## config.mk

```make
export PLATFORM = sky130hd
export DESIGN_NAME = lcdPrinterTop
export DESIGN_NICKNAME = d
export VERILOG_FILES = /design/src/logic/lcdPkg.sv /design/src/logic/syncFifo.sv /design/src/logic/pixelEngine.sv /design/src/logic/lcdBusWriter.sv /design/src/logic/lcdPrinterTop.sv
export VERILOG_INCLUDE_DIRS = /design/src /design/src/include
export SDC_FILE = /design/constraint.sdc
export NUM_CORES = 1
export LEC_CHECK = 0
export BUFFER_PORTS_ARGS = -buffer_cell sky130_fd_sc_hd__buf_2
export CORE_ASPECT_RATIO = 0.7
export CORE_MARGIN = 8
export CORE_UTILIZATION = 49
export CTS_CLUSTER_SIZE = 28
export DETAILED_ROUTE_END_ITERATION = 10
export GPL_ROUTABILITY_DRIVEN = 0
export GPL_TIMING_DRIVEN = 0
export PLACE_DENSITY = 0.65
export SETUP_SLACK_MARGIN = 0.02
export SLEW_MARGIN = 40
export SYNTH_ARGS = -nofsm -noshare
export SYNTH_HDL_FRONTEND = slang
export SYNTH_SLANG_ARGS = --single-unit
export TNS_END_PERCENT = 50
```

## constraint.sdc

```tcl
create_clock -name clk -period 5.15 [get_ports clk]
set_clock_uncertainty 0.1 [all_clocks]
set_input_delay 1.545 -clock clk [delete_from_list [all_inputs] [get_ports clk]]
set_output_delay 1.545 -clock clk [all_outputs]
set_load 0.01 [all_outputs]
```

## src/include/lcd_consts.svh

```systemverilog
`ifndef LCD_CONSTS_SVH
`define LCD_CONSTS_SVH

// ----------------------------------------------------------------------
// Data widths
// ----------------------------------------------------------------------

`define LCD_CMD_WIDTH       32
`define LCD_DATA_WIDTH      16
// RS bit sits above the data bits
`define LCD_ENTRY_WIDTH     17

// FIFO depths
`define LCD_CMD_FIFO_DEPTH  8
`define LCD_BUS_FIFO_DEPTH  4

// Printer command fields
`define LCD_OP_MSB          31
`define LCD_OP_LSB          28
`define LCD_COUNT_MSB       27
`define LCD_COUNT_LSB       16

// Write strobe timing in clock cycles
`define LCD_WR_LOW_CYCLES   2
`define LCD_WR_HIGH_CYCLES  2

`endif

```

## src/logic/lcdPkg.sv

```systemverilog
package lcdPkg;

    // ----------------------------------------------------------------------
    // Printer command opcodes
    // ----------------------------------------------------------------------

    // Codes outside this set are popped and dropped
    typedef enum logic [3:0] {
        OpRegSelect = 4'd1,
        OpPixel     = 4'd2,
        OpFill      = 4'd3
    } printerOp_t;

    // Pixel engine FSM
    typedef enum logic {
        EngIdle,
        EngFill
    } engineState_t;

    // Bus writer FSM
    typedef enum logic [1:0] {
        BusIdle,
        BusStrobeLow,
        BusStrobeHigh
    } busState_t;

    // Bit 16 is RS, bits 15..0 go onto the LCD data bus
    typedef logic [16:0] busEntry_t;

endpackage

```

## src/logic/syncFifo.sv

```systemverilog
module syncFifo #(
    parameter int WIDTH = 32,
    parameter int DEPTH = 8
) (
    input  logic             clk,
    input  logic             RSTn,
    input  logic             inValid,
    input  logic [WIDTH-1:0] inData,
    output logic             inReady,
    output logic             outValid,
    output logic [WIDTH-1:0] outData,
    input  logic             outReady
);

    localparam int PtrW = (DEPTH > 1) ? $clog2(DEPTH) : 1;
    localparam int CntW = $clog2(DEPTH + 1);

    logic [WIDTH-1:0] mem [DEPTH];
    logic [PtrW-1:0]  wrPtr;
    logic [PtrW-1:0]  rdPtr;
    logic [CntW-1:0]  count;
    logic             push;
    logic             pop;

    // Flags come straight from the registered occupancy
    assign inReady  = (count != CntW'(DEPTH));
    assign outValid = (count != '0);
    assign outData  = mem[rdPtr];

    assign push = inValid && inReady;
    assign pop  = outValid && outReady;

    // ----------------------------------------------------------------------
    // Pointers and occupancy
    // ----------------------------------------------------------------------

    always_ff @(posedge clk or negedge RSTn) begin
        if (!RSTn) begin
            wrPtr <= '0;
            rdPtr <= '0;
            count <= '0;
        end else begin
            if (push) begin
                wrPtr <= (wrPtr == PtrW'(DEPTH - 1)) ? '0 : wrPtr + 1'b1;
            end
            if (pop) begin
                rdPtr <= (rdPtr == PtrW'(DEPTH - 1)) ? '0 : rdPtr + 1'b1;
            end
            // Simultaneous push and pop leaves the count alone
            case ({push, pop})
                2'b10:   count <= count + 1'b1;
                2'b01:   count <= count - 1'b1;
                default: count <= count;
            endcase
        end
    end

    // Storage
    always_ff @(posedge clk) begin
        if (push) begin
            mem[wrPtr] <= inData;
        end
    end

    // ----------------------------------------------------------------------
    // Checks
    // ----------------------------------------------------------------------

    occupancyBound: assert property (@(posedge clk) disable iff (!RSTn)
        count <= CntW'(DEPTH))
        else $error("syncFifo occupancy above DEPTH");

    // An empty count means the read pointer has caught up with the write pointer
    noUnderflow: assert property (@(posedge clk) disable iff (!RSTn)
        (count == '0) |-> (rdPtr == wrPtr))
        else $error("syncFifo occupancy underflow");

endmodule

```

## src/logic/pixelEngine.sv

```systemverilog
`include "lcd_consts.svh"

module pixelEngine import lcdPkg::*; (
    input  logic                      clk,
    input  logic                      RSTn,
    input  logic                      cmdValid,
    input  logic [`LCD_CMD_WIDTH-1:0] cmdData,
    output logic                      cmdReady,
    output logic                      entryValid,
    output busEntry_t                 entry,
    input  logic                      entryReady
);

    localparam int CountW = `LCD_COUNT_MSB - `LCD_COUNT_LSB + 1;

    engineState_t              state;
    logic [CountW-1:0]         fillCount;
    printerOp_t                op;
    logic [CountW-1:0]         cmdCount;
    logic [`LCD_DATA_WIDTH-1:0] colour;
    logic                      pop;
    logic                      loadEntry;
    busEntry_t                 newEntry;

    // ----------------------------------------------------------------------
    // Command decode
    // ----------------------------------------------------------------------

    assign op       = printerOp_t'(cmdData[`LCD_OP_MSB:`LCD_OP_LSB]);
    assign cmdCount = cmdData[`LCD_COUNT_MSB:`LCD_COUNT_LSB];
    assign colour   = cmdData[`LCD_DATA_WIDTH-1:0];

    // Pop only when idle and the output slot frees up this cycle
    assign cmdReady = (state == EngIdle) && (!entryValid || entryReady);
    assign pop      = cmdValid && cmdReady;

    always_comb begin
        loadEntry = 1'b0;
        newEntry  = {1'b1, colour};
        case (op)
            OpRegSelect: begin
                loadEntry = 1'b1;
                // Register index in the low byte with RS low
                newEntry  = {1'b0, {(`LCD_DATA_WIDTH - 8){1'b0}}, cmdData[7:0]};
            end
            OpPixel: begin
                loadEntry = 1'b1;
            end
            OpFill: begin
                loadEntry = (cmdCount != '0);
            end
            default: begin
                loadEntry = 1'b0;
            end
        endcase
    end

    // ----------------------------------------------------------------------
    // Control
    // ----------------------------------------------------------------------

    always_ff @(posedge clk or negedge RSTn) begin
        if (!RSTn) begin
            state      <= EngIdle;
            entryValid <= 1'b0;
            fillCount  <= '0;
        end else begin
            case (state)
                EngIdle: begin
                    if (pop) begin
                        entryValid <= loadEntry;
                        if (op == OpFill && loadEntry) begin
                            state     <= EngFill;
                            fillCount <= cmdCount;
                        end
                    end else if (entryReady) begin
                        entryValid <= 1'b0;
                    end
                end
                EngFill: begin
                    // Same entry is offered again until the run is done
                    if (entryReady) begin
                        if (fillCount == CountW'(1)) begin
                            state      <= EngIdle;
                            entryValid <= 1'b0;
                            fillCount  <= '0;
                        end else begin
                            fillCount <= fillCount - 1'b1;
                        end
                    end
                end
                default: state <= EngIdle;
            endcase
        end
    end

    // Output entry
    always_ff @(posedge clk) begin
        if (pop && loadEntry) begin
            entry <= newEntry;
        end
    end

    fillCountLive: assert property (@(posedge clk) disable iff (!RSTn)
        (state == EngFill) |-> (fillCount != '0))
        else $error("pixelEngine in fill with zero count");

endmodule

```

## src/logic/lcdBusWriter.sv

```systemverilog
`include "lcd_consts.svh"

module lcdBusWriter import lcdPkg::*; (
    input  logic                       clk,
    input  logic                       RSTn,
    input  logic                       entryValid,
    input  busEntry_t                  entry,
    output logic                       entryReady,
    output logic                       lcdCs,
    output logic                       lcdRs,
    output logic                       lcdWr,
    output logic [`LCD_DATA_WIDTH-1:0] lcdData
);

    localparam logic [3:0] LowLast  = 4'(`LCD_WR_LOW_CYCLES - 1);
    localparam logic [3:0] HighLast = 4'(`LCD_WR_HIGH_CYCLES - 1);

    busState_t  state;
    logic [3:0] phase;
    logic       accept;

    // Next word may start on the last cycle of the high phase
    assign entryReady = (state == BusIdle) ||
                        (state == BusStrobeHigh && phase == HighLast);
    assign accept     = entryValid && entryReady;

    // ----------------------------------------------------------------------
    // Strobe sequencing
    // ----------------------------------------------------------------------

    always_ff @(posedge clk or negedge RSTn) begin
        if (!RSTn) begin
            state <= BusIdle;
            phase <= '0;
            lcdCs <= 1'b1;
            lcdWr <= 1'b1;
        end else begin
            case (state)
                BusIdle: begin
                    if (accept) begin
                        state <= BusStrobeLow;
                        phase <= '0;
                        lcdCs <= 1'b0;
                        lcdWr <= 1'b0;
                    end
                end
                BusStrobeLow: begin
                    if (phase == LowLast) begin
                        // LCD latches on this rising edge
                        state <= BusStrobeHigh;
                        phase <= '0;
                        lcdWr <= 1'b1;
                    end else begin
                        phase <= phase + 1'b1;
                    end
                end
                BusStrobeHigh: begin
                    if (phase != HighLast) begin
                        phase <= phase + 1'b1;
                    end else if (accept) begin
                        // Chip select stays low for a back to back write
                        state <= BusStrobeLow;
                        phase <= '0;
                        lcdWr <= 1'b0;
                    end else begin
                        state <= BusIdle;
                        phase <= '0;
                        lcdCs <= 1'b1;
                    end
                end
                default: state <= BusIdle;
            endcase
        end
    end

    // RS and data held for the whole word
    always_ff @(posedge clk) begin
        if (accept) begin
            {lcdRs, lcdData} <= entry;
        end
    end

    wrInsideCs: assert property (@(posedge clk) disable iff (!RSTn)
        !lcdWr |-> !lcdCs)
        else $error("lcdWr low while lcdCs high");

endmodule

```

## src/logic/lcdPrinterTop.sv

```systemverilog
`include "lcd_consts.svh"

module lcdPrinterTop import lcdPkg::*; (
    input  logic                       clk,
    input  logic                       RSTn,
    input  logic                       cmdValid,
    input  logic [`LCD_CMD_WIDTH-1:0]  cmdData,
    output logic                       cmdReady,
    output logic                       lcdCs,
    output logic                       lcdRs,
    output logic                       lcdWr,
    output logic [`LCD_DATA_WIDTH-1:0] lcdData
);

    // ----------------------------------------------------------------------
    // Command FIFO
    // ----------------------------------------------------------------------

    logic                      cmdFifoValid;
    logic [`LCD_CMD_WIDTH-1:0] cmdFifoData;
    logic                      engineCmdReady;

    syncFifo #(
        .WIDTH (`LCD_CMD_WIDTH),
        .DEPTH (`LCD_CMD_FIFO_DEPTH)
    ) cmdFifo (
        .clk      (clk),
        .RSTn     (RSTn),
        .inValid  (cmdValid),
        .inData   (cmdData),
        .inReady  (cmdReady),
        .outValid (cmdFifoValid),
        .outData  (cmdFifoData),
        .outReady (engineCmdReady)
    );

    // ----------------------------------------------------------------------
    // Pixel engine
    // ----------------------------------------------------------------------

    logic      engineValid;
    busEntry_t engineEntry;
    logic      busFifoReady;

    pixelEngine pixelEngine (
        .clk        (clk),
        .RSTn       (RSTn),
        .cmdValid   (cmdFifoValid),
        .cmdData    (cmdFifoData),
        .cmdReady   (engineCmdReady),
        .entryValid (engineValid),
        .entry      (engineEntry),
        .entryReady (busFifoReady)
    );

    // ----------------------------------------------------------------------
    // Bus FIFO and LCD writer
    // ----------------------------------------------------------------------

    logic      busValid;
    busEntry_t busEntry;
    logic      writerReady;

    syncFifo #(
        .WIDTH (`LCD_ENTRY_WIDTH),
        .DEPTH (`LCD_BUS_FIFO_DEPTH)
    ) busFifo (
        .clk      (clk),
        .RSTn     (RSTn),
        .inValid  (engineValid),
        .inData   (engineEntry),
        .inReady  (busFifoReady),
        .outValid (busValid),
        .outData  (busEntry),
        .outReady (writerReady)
    );

    lcdBusWriter lcdBusWriter (
        .clk        (clk),
        .RSTn       (RSTn),
        .entryValid (busValid),
        .entry      (busEntry),
        .entryReady (writerReady),
        .lcdCs      (lcdCs),
        .lcdRs      (lcdRs),
        .lcdWr      (lcdWr),
        .lcdData    (lcdData)
    );

endmodule

```

==> results.cfg <==
[status]
status = finished, final reports clean

[placement]
port_buffers = 54
hpwlAfterDp_um = 20000
place_inst = 1284
placed_cell_area_um2 = 16800

[clocking]
cts-root-buf = clkbuf_16
cts_setup_buffers = 0
ctsResizeCount = 0
clkTransAtPathRegs_ns = 0.06
htreeDepth = 2
cts_made_buffers = 38
cts_tree = done
cts_sinks = 397
cts.path.max_buffers = 3
holdBufCountCts = 0
clock_latency_ns = 0.54

[cells_and_area]
multi_input_area_um2 = 3650
drive_gt1_frac = 0.280
stdcell_area_um2 = 18000
fin_cells = 1350
nets = 962
syn2layout_area_growth_pct = 15.5
n_antenna_cell = 0
nFillCells = 2333
final-seq-area_um2 = 11700

[job]
max-cap-violations = 0

[sta]
slew_violations = 0
fmax_mhz = 305
rsz0062_at_grt = no
tightestPinTransition_ns = 0.778
finalCritPeriodShare = 0.636
hold_viol = 0
timing.hold.ws_ns = 0.395
min_period_ns = 3.27
finalSetupViolCount = 0
maxSlewHeadroom = 0.481

[worst_setup_path]
worstPathMaxFanout = 20
worstReg2RegEnd = busFifo.count[2]$_DFFE_PN0P_
reg2regPathDepth = 12
max_stage_delay_ns = 0.56
worstReg2RegStart = lcdBusWriter.phase[1]$_DFFE_PN0P_
cp_slowest_cell = inv_1
cp-start-kind = flop
critPathKind = reg -> reg
critPathCaptureType = flop
path_buf_inv = 3
crit_arrival_ns = 3.62
critical_path.cell_chain = inv_1, ha_1, nor3b_1, a21oi_1, or2_2, inv_1, ha_1, inv_1, fa_1, xor2_1, nor2_1, xor2_1
rrSetupSlack_ns = 1.88
cpMostUsedCell = inv_1
cp.required_ns = 5.49
crit_family = adder cells

[route]
first_iter_violations = 637
dr.pass1.iters = 5
viasPerCell = 5.53
ant_nets = 0
wl_um = 29800
num_vias = 7459
post_drt_wl_per_cell_um = 22.1
drc = 0

[floorplanning]
core_um2 = 31200
die_x_um = 229
fp.dieH_um = 165
core.rowCount = 54
start_util = 0.500
die_area_um2 = 37900
io_pins = 55

[pwr]
p_leak_uw = 0.00630
ir_worst_vdd_mv = 0.341
power_density_nw_per_um2 = 576

[min_path]
whs_path_depth = 0
hold_path.class = reg -> reg
hold-path-endpoint = busFifo.mem[1][12]$_DFFE_PP_
min_from = pixelEngine.entry[12]$_SDFFCE_PP0P_

[yosys]
avgSynthCellArea_um2 = 20.2
synth-simple-area-share = 0.0379
yosys_warnings = 0
synth_top_family_by_area = multiplexers
ys_async_sr_fraction = 0.0982
synth_fa_ha_area_frac = 0.0194
muxShareOfSynthArea = 0.138
synth-edff-count = 358
ys.flop_type = edfxtp_1
ys_ff_latch = 397
yosysSeqAreaShare = 0.752
synthCells = 773
syn_nets = 831
netlist_area_um2 = 15600
synth_cell_types = 55
synth_compound_area_frac = 0.0297
synthXorXnorAreaFrac = 0.00393

[grt]
grt_start_max_net_pins = 40
grt_pass1_vias = 7530
grt_pass1_wl_um = 46200
grt_antenna_before_repair = 3
track_usage = 0.160
overflow = 0
[worst register-to-register path: stages (launching register included)]
cell and delay [ns]:
dfrtp_1 0.41, inv_1 0.07, ha_1 0.13, nor3b_1 0.35
a21oi_1 0.13, or2_2 0.32, inv_1 0.56, ha_1 0.30
inv_1 0.06, fa_1 0.37, xor2_1 0.15, nor2_1 0.11
xor2_1 0.15
[state kept, by name, indices dropped and copies added, names as in the netlist]
signal and cells:
busFifo.mem 68, lcdBusWriter.lcdData 16, busFifo.count 3, busFifo.wrPtr 2, pixelEngine.entryValid 1, pixelEngine.entry 17
cmdFifo.count 4, busFifo.rdPtr 2, cmdFifo.mem 256, lcdBusWriter.lcdCs 1, pixelEngine.state 1, cmdFifo.wrPtr 3
lcdBusWriter.state 2, lcdBusWriter.lcdRs 1, pixelEngine.fillCount 12, lcdBusWriter.phase 4, cmdFifo.rdPtr 3, lcdBusWriter.lcdWr 1
[cell usage in the layout, fill, tap and decap left out, drive strengths merged, types with 22 or more instances in the layout]
cell type  count
nand2         30
nor2          26
dfrtp         37
mux4          77
o21ai         28
inv           22
buf          110
edfxtp       358
clkbuf        54
[how the worst max path moves through the flow]
stage	slack [ns]	cells after the start	end	startpoint
floorplan	0.59	2	cmdFifo.mem[2][0]$_DFFE_PP_	cmdValid
global placement	-2.13	3	cmdFifo.mem[2][8]$_DFFE_PP_	cmdValid
detailed placement	1.62	5	cmdFifo.mem[6][19]$_DFFE_PP_	cmdValid
CTS	1.84	3	cmdReady	cmdFifo.count[0]$_DFFE_PN0P_
global route	1.58	12	busFifo.count[2]$_DFFE_PN0P_	lcdBusWriter.phase[1]$_DFFE_PN0P_
finish	1.88	12	busFifo.count[2]$_DFFE_PN0P_	lcdBusWriter.phase[1]$_DFFE_PN0P_
[cell type report]
class | instances | share of cell area
flip-flops and latches | 397 | 0.651
multi-input cells | 327 | 0.203
clock buffers | 47 | 0.0547
repair buffers | 91 | 0.0345
well taps | 420 | 0.0292
plain buffers | 27 | 0.0117
clock inverters | 19 | 0.0115
inverters | 22 | 0.00458
[kinds of logic (layout without fill, tap and decap cells)]
group,Yosys count,after routing
compound gates,69,69
xor+xnor,7,7
fa+ha+maj,23,23
mux,111,111
buf+inv,49,206
flops,397,397
simple gates,117,117
[cell usage after synthesis (3+ instances only)]
| cell type | count | share of area |
|---|---|---|
| a21oi_1 | 6 | 0.0019 |
| edfxtp_1 | 358 | 0.69 |
| mux4_2 | 59 | 0.085 |
| a21o_1 | 6 | 0.0029 |
| mux2_2 | 13 | 0.0094 |
| xor2_1 | 3 | 0.0017 |
| nor3_1 | 20 | 0.0064 |
| o22ai_1 | 6 | 0.0024 |
| a31oi_1 | 4 | 0.0016 |
| dfrtp_1 | 37 | 0.059 |
| buf_2 | 6 | 0.0019 |
| clkbuf_1 | 6 | 0.0014 |
| and3_1 | 4 | 0.0016 |
| nand2b_1 | 5 | 0.0020 |
| xnor2_1 | 4 | 0.0022 |
| mux2i_1 | 21 | 0.013 |
| nor3b_1 | 3 | 0.0014 |
| o21ai_0 | 25 | 0.0080 |
| ha_1 | 21 | 0.017 |
| a22o_1 | 10 | 0.0056 |
| nor2_1 | 26 | 0.0063 |
| inv_1 | 21 | 0.0051 |
| nand2_1 | 30 | 0.0072 |
| nand3_1 | 6 | 0.0019 |
| nor4_1 | 5 | 0.0020 |
| mux4_1 | 18 | 0.030 |
| buf_6 | 8 | 0.0058 |
| nand4_1 | 3 | 0.0012 |
| or2_2 | 4 | 0.0016 |
[routing by layer]
layer  vias up  track usage  part of all wire
li1       3408            -                 -
met1      3807        0.241              0.48
met2       192        0.235              0.44
met3        46       0.0353             0.062
met4         6       0.0396             0.015
met5         -            0            0.0012
[power breakdown]
part | total (uW) | switching (uW) | internal [uW]
Clock | 2710 | 1150 | 1560
Combinational | 3160 | 1760 | 1400
Sequential | 4500 | 249 | 4250
Total | 10400 | 3150 | 7210
[metrics by stage]
| step | util | worst slack [ns] | setup TNS, ns | total power, uW |
|---|---|---|---|---|
| 3_3_place_gp | 0.525 | -2.13 | -297.27 | 7580 |
| 6_report | 0.577 | 1.88 | 0 | 10400 |
| 4_1_cts | 0.577 | 1.84 | 0 | 10500 |
| 3_5_place_dp | 0.539 | 1.62 | 0 | 7750 |
| 2_1_floorplan | - | 0.588 | 0 | 6700 |
| 5_1_grt | 0.577 | 1.58 | 0 | 10900 |
(Power assumes the default switching activity.)
